`src/uart_ctrl_defs.svh`:
```
`ifndef uart_ctrl_defs_svh
`define uart_ctrl_defs_svh

// Clocking of the serial line
`define uc_clk_freq 10_000_000
`define uc_baud 115200
`define uc_clks_per_bit (`uc_clk_freq / `uc_baud)

// Command opcodes, one byte each
`define uc_op_write_weight 8'h01
`define uc_op_write_act 8'h02
`define uc_op_execute 8'h03
`define uc_op_read_result 8'h04
`define uc_op_status 8'h05

// Data bytes that follow a write opcode
`define uc_payload_bytes 4

`endif

```
`src/uart_ctrl_pkg.sv`:
```
`default_nettype none

package uart_ctrl_pkg;

    // Opcode plus four payload bytes, payload[0] received first
    typedef struct packed {
        logic [7:0]      opcode;
        logic [3:0][7:0] payload;
    } cmd_t;

    // Control word towards the MLP accelerator
    typedef struct packed {
        logic        wf_push_col0;
        logic        wf_push_col1;
        logic        wf_reset;
        logic        init_act_valid;
        logic        start_mlp;
        logic        weights_ready;
        logic [7:0]  wf_data;
        logic [15:0] init_act_data;
    } mlp_ctrl_t;

    // Status coming back from the MLP
    typedef struct packed {
        logic [3:0]         state;
        logic [4:0]         cycle_cnt;
        logic signed [31:0] acc0;
    } mlp_status_t;

    typedef struct packed {
        logic [3:0] state;
        logic [3:0] cycle_lo;
    } status_fields_t;

    // Status reply, built field by field and sent as a raw byte
    typedef union packed {
        logic [7:0]     raw;
        status_fields_t fields;
    } status_byte_u;

endpackage

`default_nettype wire

```
`src/uart_rx.sv`:
```
`timescale 1ns/1ns
`default_nettype none

`include "uart_ctrl_defs.svh"

module uart_rx (
    input  logic clk,
    input  logic rst,
    input  logic rx,
    output byte  rx_byte,
    output logic rx_valid
);

    localparam int clks_per_bit = `uc_clks_per_bit;
    localparam int half_bit = clks_per_bit / 2;
    localparam int cnt_w = $clog2(clks_per_bit);

    typedef enum logic [1:0] {
        rx_idle,
        rx_start,
        rx_data,
        rx_stop
    } rx_state_t;

    rx_state_t        state;
    logic             rx_meta;
    logic             rx_sync;
    logic [cnt_w-1:0] clk_cnt;
    logic [2:0]       bit_idx;
    logic [7:0]       shift;

    // Two flop synchroniser, line idles high
    always_ff @(posedge clk) begin
        if (rst) begin
            rx_meta <= 1'b1;
            rx_sync <= 1'b1;
        end else begin
            rx_meta <= rx;
            rx_sync <= rx_meta;
        end
    end

    always_ff @(posedge clk) begin
        if (rst) begin
            state    <= rx_idle;
            clk_cnt  <= '0;
            bit_idx  <= '0;
            rx_valid <= 1'b0;
        end else begin
            rx_valid <= 1'b0;
            case (state)
                rx_idle: begin
                    clk_cnt <= '0;
                    bit_idx <= '0;
                    if (!rx_sync) begin
                        state <= rx_start;
                    end
                end
                rx_start: begin
                    // Recheck the start bit at its centre to reject glitches
                    if (clk_cnt == cnt_w'(half_bit - 1)) begin
                        clk_cnt <= '0;
                        state   <= rx_sync ? rx_idle : rx_data;
                    end else begin
                        clk_cnt <= clk_cnt + 1'b1;
                    end
                end
                rx_data: begin
                    if (clk_cnt == cnt_w'(clks_per_bit - 1)) begin
                        clk_cnt <= '0;
                        // LSB arrives first
                        shift   <= {rx_sync, shift[7:1]};
                        bit_idx <= bit_idx + 1'b1;
                        if (bit_idx == 3'd7) begin
                            state <= rx_stop;
                        end
                    end else begin
                        clk_cnt <= clk_cnt + 1'b1;
                    end
                end
                default: begin
                    if (clk_cnt == cnt_w'(clks_per_bit - 1)) begin
                        state <= rx_idle;
                        // Framing error drops the byte
                        if (rx_sync) begin
                            rx_byte  <= shift;
                            rx_valid <= 1'b1;
                        end
                    end else begin
                        clk_cnt <= clk_cnt + 1'b1;
                    end
                end
            endcase
        end
    end

endmodule

`default_nettype wire

```
`src/uart_tx.sv`:
```
`timescale 1ns/1ns
`default_nettype none

`include "uart_ctrl_defs.svh"

module uart_tx (
    input  logic clk,
    input  logic rst,
    input  byte  tx_byte,
    input  logic tx_valid,
    output logic tx_ready,
    output logic tx
);

    localparam int clks_per_bit = `uc_clks_per_bit;
    localparam int cnt_w = $clog2(clks_per_bit);

    logic             busy;
    logic [9:0]       frame;
    logic [cnt_w-1:0] clk_cnt;
    logic [3:0]       bit_cnt;

    assign tx_ready = !busy;
    // Bit 0 of the frame is always the bit on the line
    assign tx = frame[0];

    always_ff @(posedge clk) begin
        if (rst) begin
            busy    <= 1'b0;
            frame   <= '1;
            clk_cnt <= '0;
            bit_cnt <= '0;
        end else if (!busy) begin
            if (tx_valid) begin
                // Stop bit, data, start bit
                frame   <= {1'b1, tx_byte, 1'b0};
                busy    <= 1'b1;
                clk_cnt <= '0;
                bit_cnt <= '0;
            end
        end else if (clk_cnt == cnt_w'(clks_per_bit - 1)) begin
            clk_cnt <= '0;
            frame   <= {1'b1, frame[9:1]};
            if (bit_cnt == 4'd9) begin
                busy <= 1'b0;
            end else begin
                bit_cnt <= bit_cnt + 1'b1;
            end
        end else begin
            clk_cnt <= clk_cnt + 1'b1;
        end
    end

endmodule

`default_nettype wire

```
`src/cmd_parser.sv`:
```
`timescale 1ns/1ns
`default_nettype none

`include "uart_ctrl_defs.svh"

module cmd_parser (
    input  logic                clk,
    input  logic                rst,
    input  byte                 rx_byte,
    input  logic                rx_valid,
    input  logic                resp_busy,
    output uart_ctrl_pkg::cmd_t cmd,
    output logic                cmd_valid
);

    typedef enum logic {
        wait_op,
        get_payload
    } parse_state_t;

    parse_state_t state;
    logic [1:0]   byte_cnt;

    always_ff @(posedge clk) begin
        if (rst) begin
            state     <= wait_op;
            byte_cnt  <= '0;
            cmd_valid <= 1'b0;
        end else begin
            cmd_valid <= 1'b0;
            if (rx_valid) begin
                if (resp_busy) begin
                    // Reply in flight, the byte is lost
                    state <= wait_op;
                end else if (state == wait_op) begin
                    byte_cnt <= '0;
                    case (rx_byte)
                        `uc_op_write_weight,
                        `uc_op_write_act: begin
                            cmd.opcode <= rx_byte;
                            state      <= get_payload;
                        end
                        `uc_op_execute,
                        `uc_op_read_result,
                        `uc_op_status: begin
                            // Single byte commands
                            cmd.opcode <= rx_byte;
                            cmd_valid  <= 1'b1;
                        end
                        default: begin
                            // Unknown opcode is dropped
                        end
                    endcase
                end else begin
                    cmd.payload[byte_cnt] <= rx_byte;
                    byte_cnt <= byte_cnt + 1'b1;
                    if (byte_cnt == 2'(`uc_payload_bytes - 1)) begin
                        cmd_valid <= 1'b1;
                        state     <= wait_op;
                    end
                end
            end
        end
    end

    // Back ends expect isolated command strobes
    a_cmd_valid_single: assert property (
        @(posedge clk) disable iff (rst)
        cmd_valid |=> !cmd_valid
    );

endmodule

`default_nettype wire

```
`src/mlp_load_seq.sv`:
```
`timescale 1ns/1ns
`default_nettype none

`include "uart_ctrl_defs.svh"

module mlp_load_seq (
    input  logic                     clk,
    input  logic                     rst,
    input  uart_ctrl_pkg::cmd_t      cmd,
    input  logic                     cmd_valid,
    output uart_ctrl_pkg::mlp_ctrl_t mlp_ctrl
);

    typedef enum logic [1:0] {
        seq_idle,
        seq_weight,
        seq_act
    } seq_mode_t;

    seq_mode_t  mode;
    logic [1:0] step;

    // The parser holds cmd until the next command, far beyond these few cycles
    always_ff @(posedge clk) begin
        if (rst) begin
            mode                    <= seq_idle;
            step                    <= '0;
            mlp_ctrl.wf_push_col0   <= 1'b0;
            mlp_ctrl.wf_push_col1   <= 1'b0;
            mlp_ctrl.wf_reset       <= 1'b0;
            mlp_ctrl.init_act_valid <= 1'b0;
            mlp_ctrl.start_mlp      <= 1'b0;
            mlp_ctrl.weights_ready  <= 1'b0;
            mlp_ctrl.wf_data        <= '0;
            mlp_ctrl.init_act_data  <= '0;
        end else begin
            mlp_ctrl.wf_push_col0   <= 1'b0;
            mlp_ctrl.wf_push_col1   <= 1'b0;
            mlp_ctrl.wf_reset       <= 1'b0;
            mlp_ctrl.init_act_valid <= 1'b0;
            mlp_ctrl.start_mlp      <= 1'b0;
            if (cmd_valid) begin
                step <= '0;
                case (cmd.opcode)
                    `uc_op_write_weight: begin
                        // Clear the FIFO before the pushes
                        mlp_ctrl.wf_reset <= 1'b1;
                        mode              <= seq_weight;
                    end
                    `uc_op_write_act: begin
                        mlp_ctrl.init_act_valid <= 1'b1;
                        mlp_ctrl.init_act_data  <= {cmd.payload[1], cmd.payload[0]};
                        mode                    <= seq_act;
                    end
                    `uc_op_execute: begin
                        mlp_ctrl.start_mlp     <= 1'b1;
                        mlp_ctrl.weights_ready <= 1'b0;
                    end
                    default: begin
                        // Read and status belong to the sender
                    end
                endcase
            end else if (mode == seq_weight) begin
                // Even steps feed column 0, odd steps column 1
                mlp_ctrl.wf_push_col0 <= !step[0];
                mlp_ctrl.wf_push_col1 <= step[0];
                mlp_ctrl.wf_data      <= cmd.payload[step];
                step                  <= step + 1'b1;
                if (step == 2'd3) begin
                    mlp_ctrl.weights_ready <= 1'b1;
                    mode                   <= seq_idle;
                end
            end else if (mode == seq_act) begin
                // Second activation row
                mlp_ctrl.init_act_valid <= 1'b1;
                mlp_ctrl.init_act_data  <= {cmd.payload[3], cmd.payload[2]};
                mode                    <= seq_idle;
            end
        end
    end

    a_one_column_push: assert property (
        @(posedge clk) disable iff (rst)
        !(mlp_ctrl.wf_push_col0 && mlp_ctrl.wf_push_col1)
    );

endmodule

`default_nettype wire

```
`src/resp_sender.sv`:
```
`timescale 1ns/1ns
`default_nettype none

`include "uart_ctrl_defs.svh"

module resp_sender (
    input  logic                       clk,
    input  logic                       rst,
    input  uart_ctrl_pkg::cmd_t        cmd,
    input  logic                       cmd_valid,
    input  uart_ctrl_pkg::mlp_status_t mlp_status,
    output byte                        tx_byte,
    output logic                       tx_valid,
    input  logic                       tx_ready,
    output logic                       resp_busy
);

    import uart_ctrl_pkg::*;

    status_byte_u    status_b;
    logic [3:0][7:0] resp_buf;
    logic [1:0]      byte_idx;
    logic [1:0]      last_idx;
    logic [1:0]      next_idx;

    always_comb begin
        status_b.fields.state    = mlp_status.state;
        status_b.fields.cycle_lo = mlp_status.cycle_cnt[3:0];
    end

    assign next_idx = byte_idx + 2'd1;

    // Busy exactly while a reply byte is still waiting to be taken
    assign resp_busy = tx_valid;

    always_ff @(posedge clk) begin
        if (rst) begin
            tx_valid <= 1'b0;
            byte_idx <= '0;
            last_idx <= '0;
        end else if (cmd_valid && cmd.opcode == `uc_op_read_result) begin
            // acc0 goes out LSB first
            resp_buf <= mlp_status.acc0;
            tx_byte  <= mlp_status.acc0[7:0];
            byte_idx <= '0;
            last_idx <= 2'd3;
            tx_valid <= 1'b1;
        end else if (cmd_valid && cmd.opcode == `uc_op_status) begin
            tx_byte  <= status_b.raw;
            byte_idx <= '0;
            last_idx <= '0;
            tx_valid <= 1'b1;
        end else if (tx_valid && tx_ready) begin
            if (byte_idx == last_idx) begin
                tx_valid <= 1'b0;
            end else begin
                // Next byte queued right behind the accepted one
                byte_idx <= next_idx;
                tx_byte  <= resp_buf[next_idx];
            end
        end
    end

    a_tx_hold: assert property (
        @(posedge clk) disable iff (rst)
        tx_valid && !tx_ready |=> tx_valid && $stable(tx_byte)
    );

endmodule

`default_nettype wire

```
`src/uart_ctrl_top.sv`:
```
`timescale 1ns/1ns
`default_nettype none

module uart_ctrl_top (
    input  logic                       clk,
    input  logic                       rst,
    input  logic                       uart_rx,
    output logic                       uart_tx,
    output uart_ctrl_pkg::mlp_ctrl_t   mlp_ctrl,
    input  uart_ctrl_pkg::mlp_status_t mlp_status
);

    import uart_ctrl_pkg::*;

    byte  rx_byte;
    logic rx_valid;
    cmd_t cmd;
    logic cmd_valid;
    logic resp_busy;
    byte  tx_byte;
    logic tx_valid;
    logic tx_ready;

    uart_rx rx_i (
        .clk     (clk),
        .rst     (rst),
        .rx      (uart_rx),
        .rx_byte (rx_byte),
        .rx_valid(rx_valid)
    );

    cmd_parser parser_i (
        .clk      (clk),
        .rst      (rst),
        .rx_byte  (rx_byte),
        .rx_valid (rx_valid),
        .resp_busy(resp_busy),
        .cmd      (cmd),
        .cmd_valid(cmd_valid)
    );

    mlp_load_seq load_i (
        .clk      (clk),
        .rst      (rst),
        .cmd      (cmd),
        .cmd_valid(cmd_valid),
        .mlp_ctrl (mlp_ctrl)
    );

    resp_sender sender_i (
        .clk       (clk),
        .rst       (rst),
        .cmd       (cmd),
        .cmd_valid (cmd_valid),
        .mlp_status(mlp_status),
        .tx_byte   (tx_byte),
        .tx_valid  (tx_valid),
        .tx_ready  (tx_ready),
        .resp_busy (resp_busy)
    );

    uart_tx tx_i (
        .clk     (clk),
        .rst     (rst),
        .tx_byte (tx_byte),
        .tx_valid(tx_valid),
        .tx_ready(tx_ready),
        .tx      (uart_tx)
    );

endmodule

`default_nettype wire

```
`config.mk`:
```
export PLATFORM = sky130hd
export DESIGN_NAME = uart_ctrl_top
export DESIGN_NICKNAME = d
export VERILOG_FILES = /design/src/uart_ctrl_pkg.sv /design/src/uart_rx.sv /design/src/uart_tx.sv /design/src/cmd_parser.sv /design/src/mlp_load_seq.sv /design/src/resp_sender.sv /design/src/uart_ctrl_top.sv
export VERILOG_INCLUDE_DIRS = /design/src /design/src/src
export SDC_FILE = /design/constraint.sdc
export NUM_CORES = 1
export LEC_CHECK = 0
export BUFFER_PORTS_ARGS = -buffer_cell sky130_fd_sc_hd__buf_2
export CAP_MARGIN = 0
export CORE_MARGIN = 8
export CORE_UTILIZATION = 45
export DETAILED_ROUTE_END_ITERATION = 10
export HOLD_SLACK_MARGIN = 0.02
export PLACE_DENSITY = 0.76
export REMOVE_ABC_BUFFERS = 1
export SETUP_SLACK_MARGIN = 0.5
export SLEW_MARGIN = 20
export SYNTH_ARGS = -nofsm -noshare
export SYNTH_HDL_FRONTEND = slang
export SYNTH_SLANG_ARGS = --single-unit
```
`constraint.sdc`:
```
create_clock -name clk -period 4.2 [get_ports clk]
set_input_delay 0.84 -clock clk [delete_from_list [all_inputs] [get_ports clk]]
set_output_delay 0.84 -clock clk [all_outputs]
set_load 0.01 [all_outputs]
```
==> results by group <==
Setup path
  • Worst r2r src: rx_i.rx_byte[4]$_DFFE_PP_
  • Required @ worst endpoint: 4.35 ns
  • CP Capture Type: flop
  • CP Class: reg2reg
  • Worst Setup SP: rx_i.rx_byte[4]$_DFFE_PP_
  • CP max FO: 6
  • R2r setup slk: 1.73 ns
  • R2R depth: 5
  • Crit path DAT: 2.61 ns
  • Worst reg2reg path endpoint: parser_i.cmd[37]$_DFFE_PP_
  • CP startpoint kind: flop

Final layout
  • Fin nets: 723
  • Layout cell share with drive strength beyond 1: 20.2%
  • Fillers: 1329
  • Layout Utilization: 53.5%
  • Seq. cell area: 4440 µm²
  • ANT cells: 0
  • Post-route insts no fill: 894
  • Syn-to-layout area delta: 16.2%
  • Multi-input gate area: 2690 µm²

STA
  • Slew headroom: 35.9%
  • RSZ-0062 raised after global routing: no
  • Final worst slack: 1.73 ns
  • Fin crit share: 58.7%
  • Hold WS: 0.414 ns
  • Final worst path period need: 2.47 ns
  • Clock Skew: 0.00618 ns
  • Setup violators final: 0
  • Slew Viols, Final: 0
  • Slew @ Worst Pin: 0.955 ns
  • Hold Vio Cnt, Final: 0
  • Fmax achieved: 406 MHz

Drt
  • DR iter-0 viols: 579
  • WL final: 14900 µm
  • Drt first pass iters: 4
  • Drc violations: 0
  • WL/cell: 16.6 µm
  • DR vias/cell: 5.56
  • Routed via count: 4975
  • Final ANT Viol Nets: 0

Clocking
  • Hold Buf Count CTS: 0
  • Clock Latency Late Sink: 0.43 ns
  • Root Driver: clkbuf_16
  • CTS Sinks: 174
  • Resized cells post-CTS: 0
  • CTS tree: yes
  • Worst-path clk slew: 0.06 ns
  • Setup Buffers After CTS: 0
  • TritonCTS Buffers: 17
  • H-tree depth: 4
  • Clock tree buffer depth: 2

Synth
  • YS warnings: 0
  • Cell Area, Synth: 7310 µm²
  • Cell taking the most area after synthesis: edfxtp_1
  • Asr flop ratio synth: 0%
  • Number of flops mapped to enable cells by yosys: 96
  • Synth cell types: 56
  • Seq cells post-synth: 174
  • Mean area per synthesized cell: 12.1 µm²
  • Synth Flop Type: edfxtp_1
  • Share of the synthesized area in the top cell type: 39.4%
  • Seq/Total Area, Yosys: 60.8%
  • Synth Instances: 604
  • Area contributors post-synth: edfxtp_1, dfxtp_1, mux4_2, nand2_1, ha_1

Worst hold path
  • Hold EP: rx_i.rx_sync$_SDFF_PP1_
  • Hold Crit Start: rx_i.rx_meta$_SDFF_PP1_
  • Worst Hold Path Cells: 1
  • Hold WC Path Type: reg2reg

Floorplanning
  • Core footprint: 15900 µm²
  • Die width: 143 µm
  • Die height: 143 µm
  • Site row count: 46
  • Initial Util: 46.0%
  • IO Pins: 75
  • Total die area: 20600 µm²

Place
  • Dpl hpwl: 9910 µm
  • I/O Buffers: 73
  • Dpl ws: 1.33 ns
  • GPL Wtd Cong: 0.777
  • Placed Cells: 862

Global route
  • First-pass GRT wire length: 24400 µm
  • Number of global-route vias before repair: 4940
  • Met3 usage: 4.08%
  • Pin count of the biggest net entering global routing: 45
  • M2 GR Usage: 26.4%
  • GR peak layer: met2
  • Grt ovf: 0
  • GRT Total Usage: 15.2%
  • Initial antenna violation count: 0
  • Global-route met1 utilization: 17.1%

Run status
  • Outcome: completed

Power and ir drop
  • Total chip power: 0.00353 W
  • Max VDD drop: 0.000234 V
  • Static leakage: 2.89 nW
  • Power density cells: 416 nW/µm²

Run
  • Max-cap violations: 0
## metal layers
| metal | routed length (µm) | share of wire (%) |
|---|---|---|
| met5 | 0 | 0 |
| met3 | 743 | 5.0 |
| met4 | 321 | 2.2 |
| met1 | 6140 | 41 |
| met2 | 7650 | 51 |
## area by class of cell
class | instances | share of cell area [%]
flip-flops and latches | 174 | 52.3
clock inverters | 12 | 2.17
inverters | 10 | 0.442
well taps | 216 | 3.18
repair buffers | 78 | 4.74
clock buffers | 20 | 5.50
multi-input cells | 384 | 31.6
## stage by stage
step | instance area (µm²) | TNS (ns)
final | 8490 | 0
after global routing | 8490 | 0
after CTS | 8490 | 0
after detailed placement | 7840 | 0
after global placement | 7830 | 0
after floorplan | 7160 | -4.03
## logic make-up (layout without fill, tap and decap cells)
family	count (synthesis)	after routing	share of synthesized area (%)
XOR/XNOR	12	12	1.44
AND/OR/NAND/NOR	220	220	15.7
flip-flops	174	174	60.8
buffers and inverters	46	120	2.62
adder cells (fa/ha/maj)	14	14	2.40
multiplexers	34	34	7.41
AO/OA/AOI/OAI	104	104	9.67
## registers in the layout, summed over array words and instances, names as in the netlist, 3 cells and up
name and cells:
rx_i.bit_idx 3, tx_i.clk_cnt 7, rx_i.shift 8, tx_i.bit_cnt 4, load_i.mlp_ctrl 30, rx_i.clk_cnt 7
sender_i.resp_buf 32, sender_i.tx_byte 8, tx_i.frame 9, parser_i.cmd 40, rx_i.rx_byte 8
## worst max-delay path by stage
stage                                           endpoint  slack (ns)  cells after the start
after CTS                     parser_i.cmd[37]$_DFFE_PP_        1.72                      5
after detailed placement      parser_i.cmd[37]$_DFFE_PP_        1.33                      4
after global routing          parser_i.cmd[37]$_DFFE_PP_        1.60                      5
after global placement        parser_i.cmd[37]$_DFFE_PP_        1.34                      4
final                         parser_i.cmd[37]$_DFFE_PP_        1.73                      5
after floorplan           sender_i.resp_buf[0]$_DFFE_PP_       -0.13                      2
## cell usage in the layout (no fill, tap or decap), types with 8 or more instances in the layout
cell type and instances:
ha_1 14, a211oi_1 20, nor2_1 25, clkbuf_16 17, a31oi_1 13, dfxtp_1 78
nand2_1 77, a21oi_1 23, nor3_1 24, nand3_1 13, buf_2 73, a311oi_1 17
inv_1 10, o21ai_0 15, and2_1 20, xnor2_1 8, mux2i_1 17, mux4_2 16
edfxtp_1 96
## worst max-delay path: stages (launching register included)
cell      delay (ns)
edfxtp_1        0.46
nor4_1          0.37
nand2_1         0.10
or3_1           0.33
a211oi_1        0.66
buf_4           0.26
## report_power, final
part | leakage (nW) | switching [W] | internal, W | total [W]
logic | 1.09 | 0.0000263 | 0.0000200 | 0.0000462
clock network | 0.313 | 0.000652 | 0.00105 | 0.00170
registers | 1.49 | 0.00000364 | 0.00178 | 0.00179
total | 2.89 | 0.000682 | 0.00285 | 0.00353
## cells in the mapped netlist, types with 4 or more instances
cell / n
buf_2: 5
nand4b_1: 7
a21oi_1: 23
o21ai_0: 15
and4b_1: 5
nor2_1: 25
nand3_1: 13
nor3b_1: 5
inv_1: 10
nand2_1: 77
buf_1: 7
a311oi_1: 17
and3_1: 5
nor3_1: 25
a31oi_1: 13
mux4_2: 16
ha_1: 14
nand2b_1: 6
dfxtp_1: 78
xor2_1: 4
xnor2_1: 8
edfxtp_1: 96
nor2b_1: 8
clkbuf_1: 21
a211oi_1: 20
nand4_1: 6
mux2i_1: 17
and2_1: 20
Power figures use the tool's default switching activity.
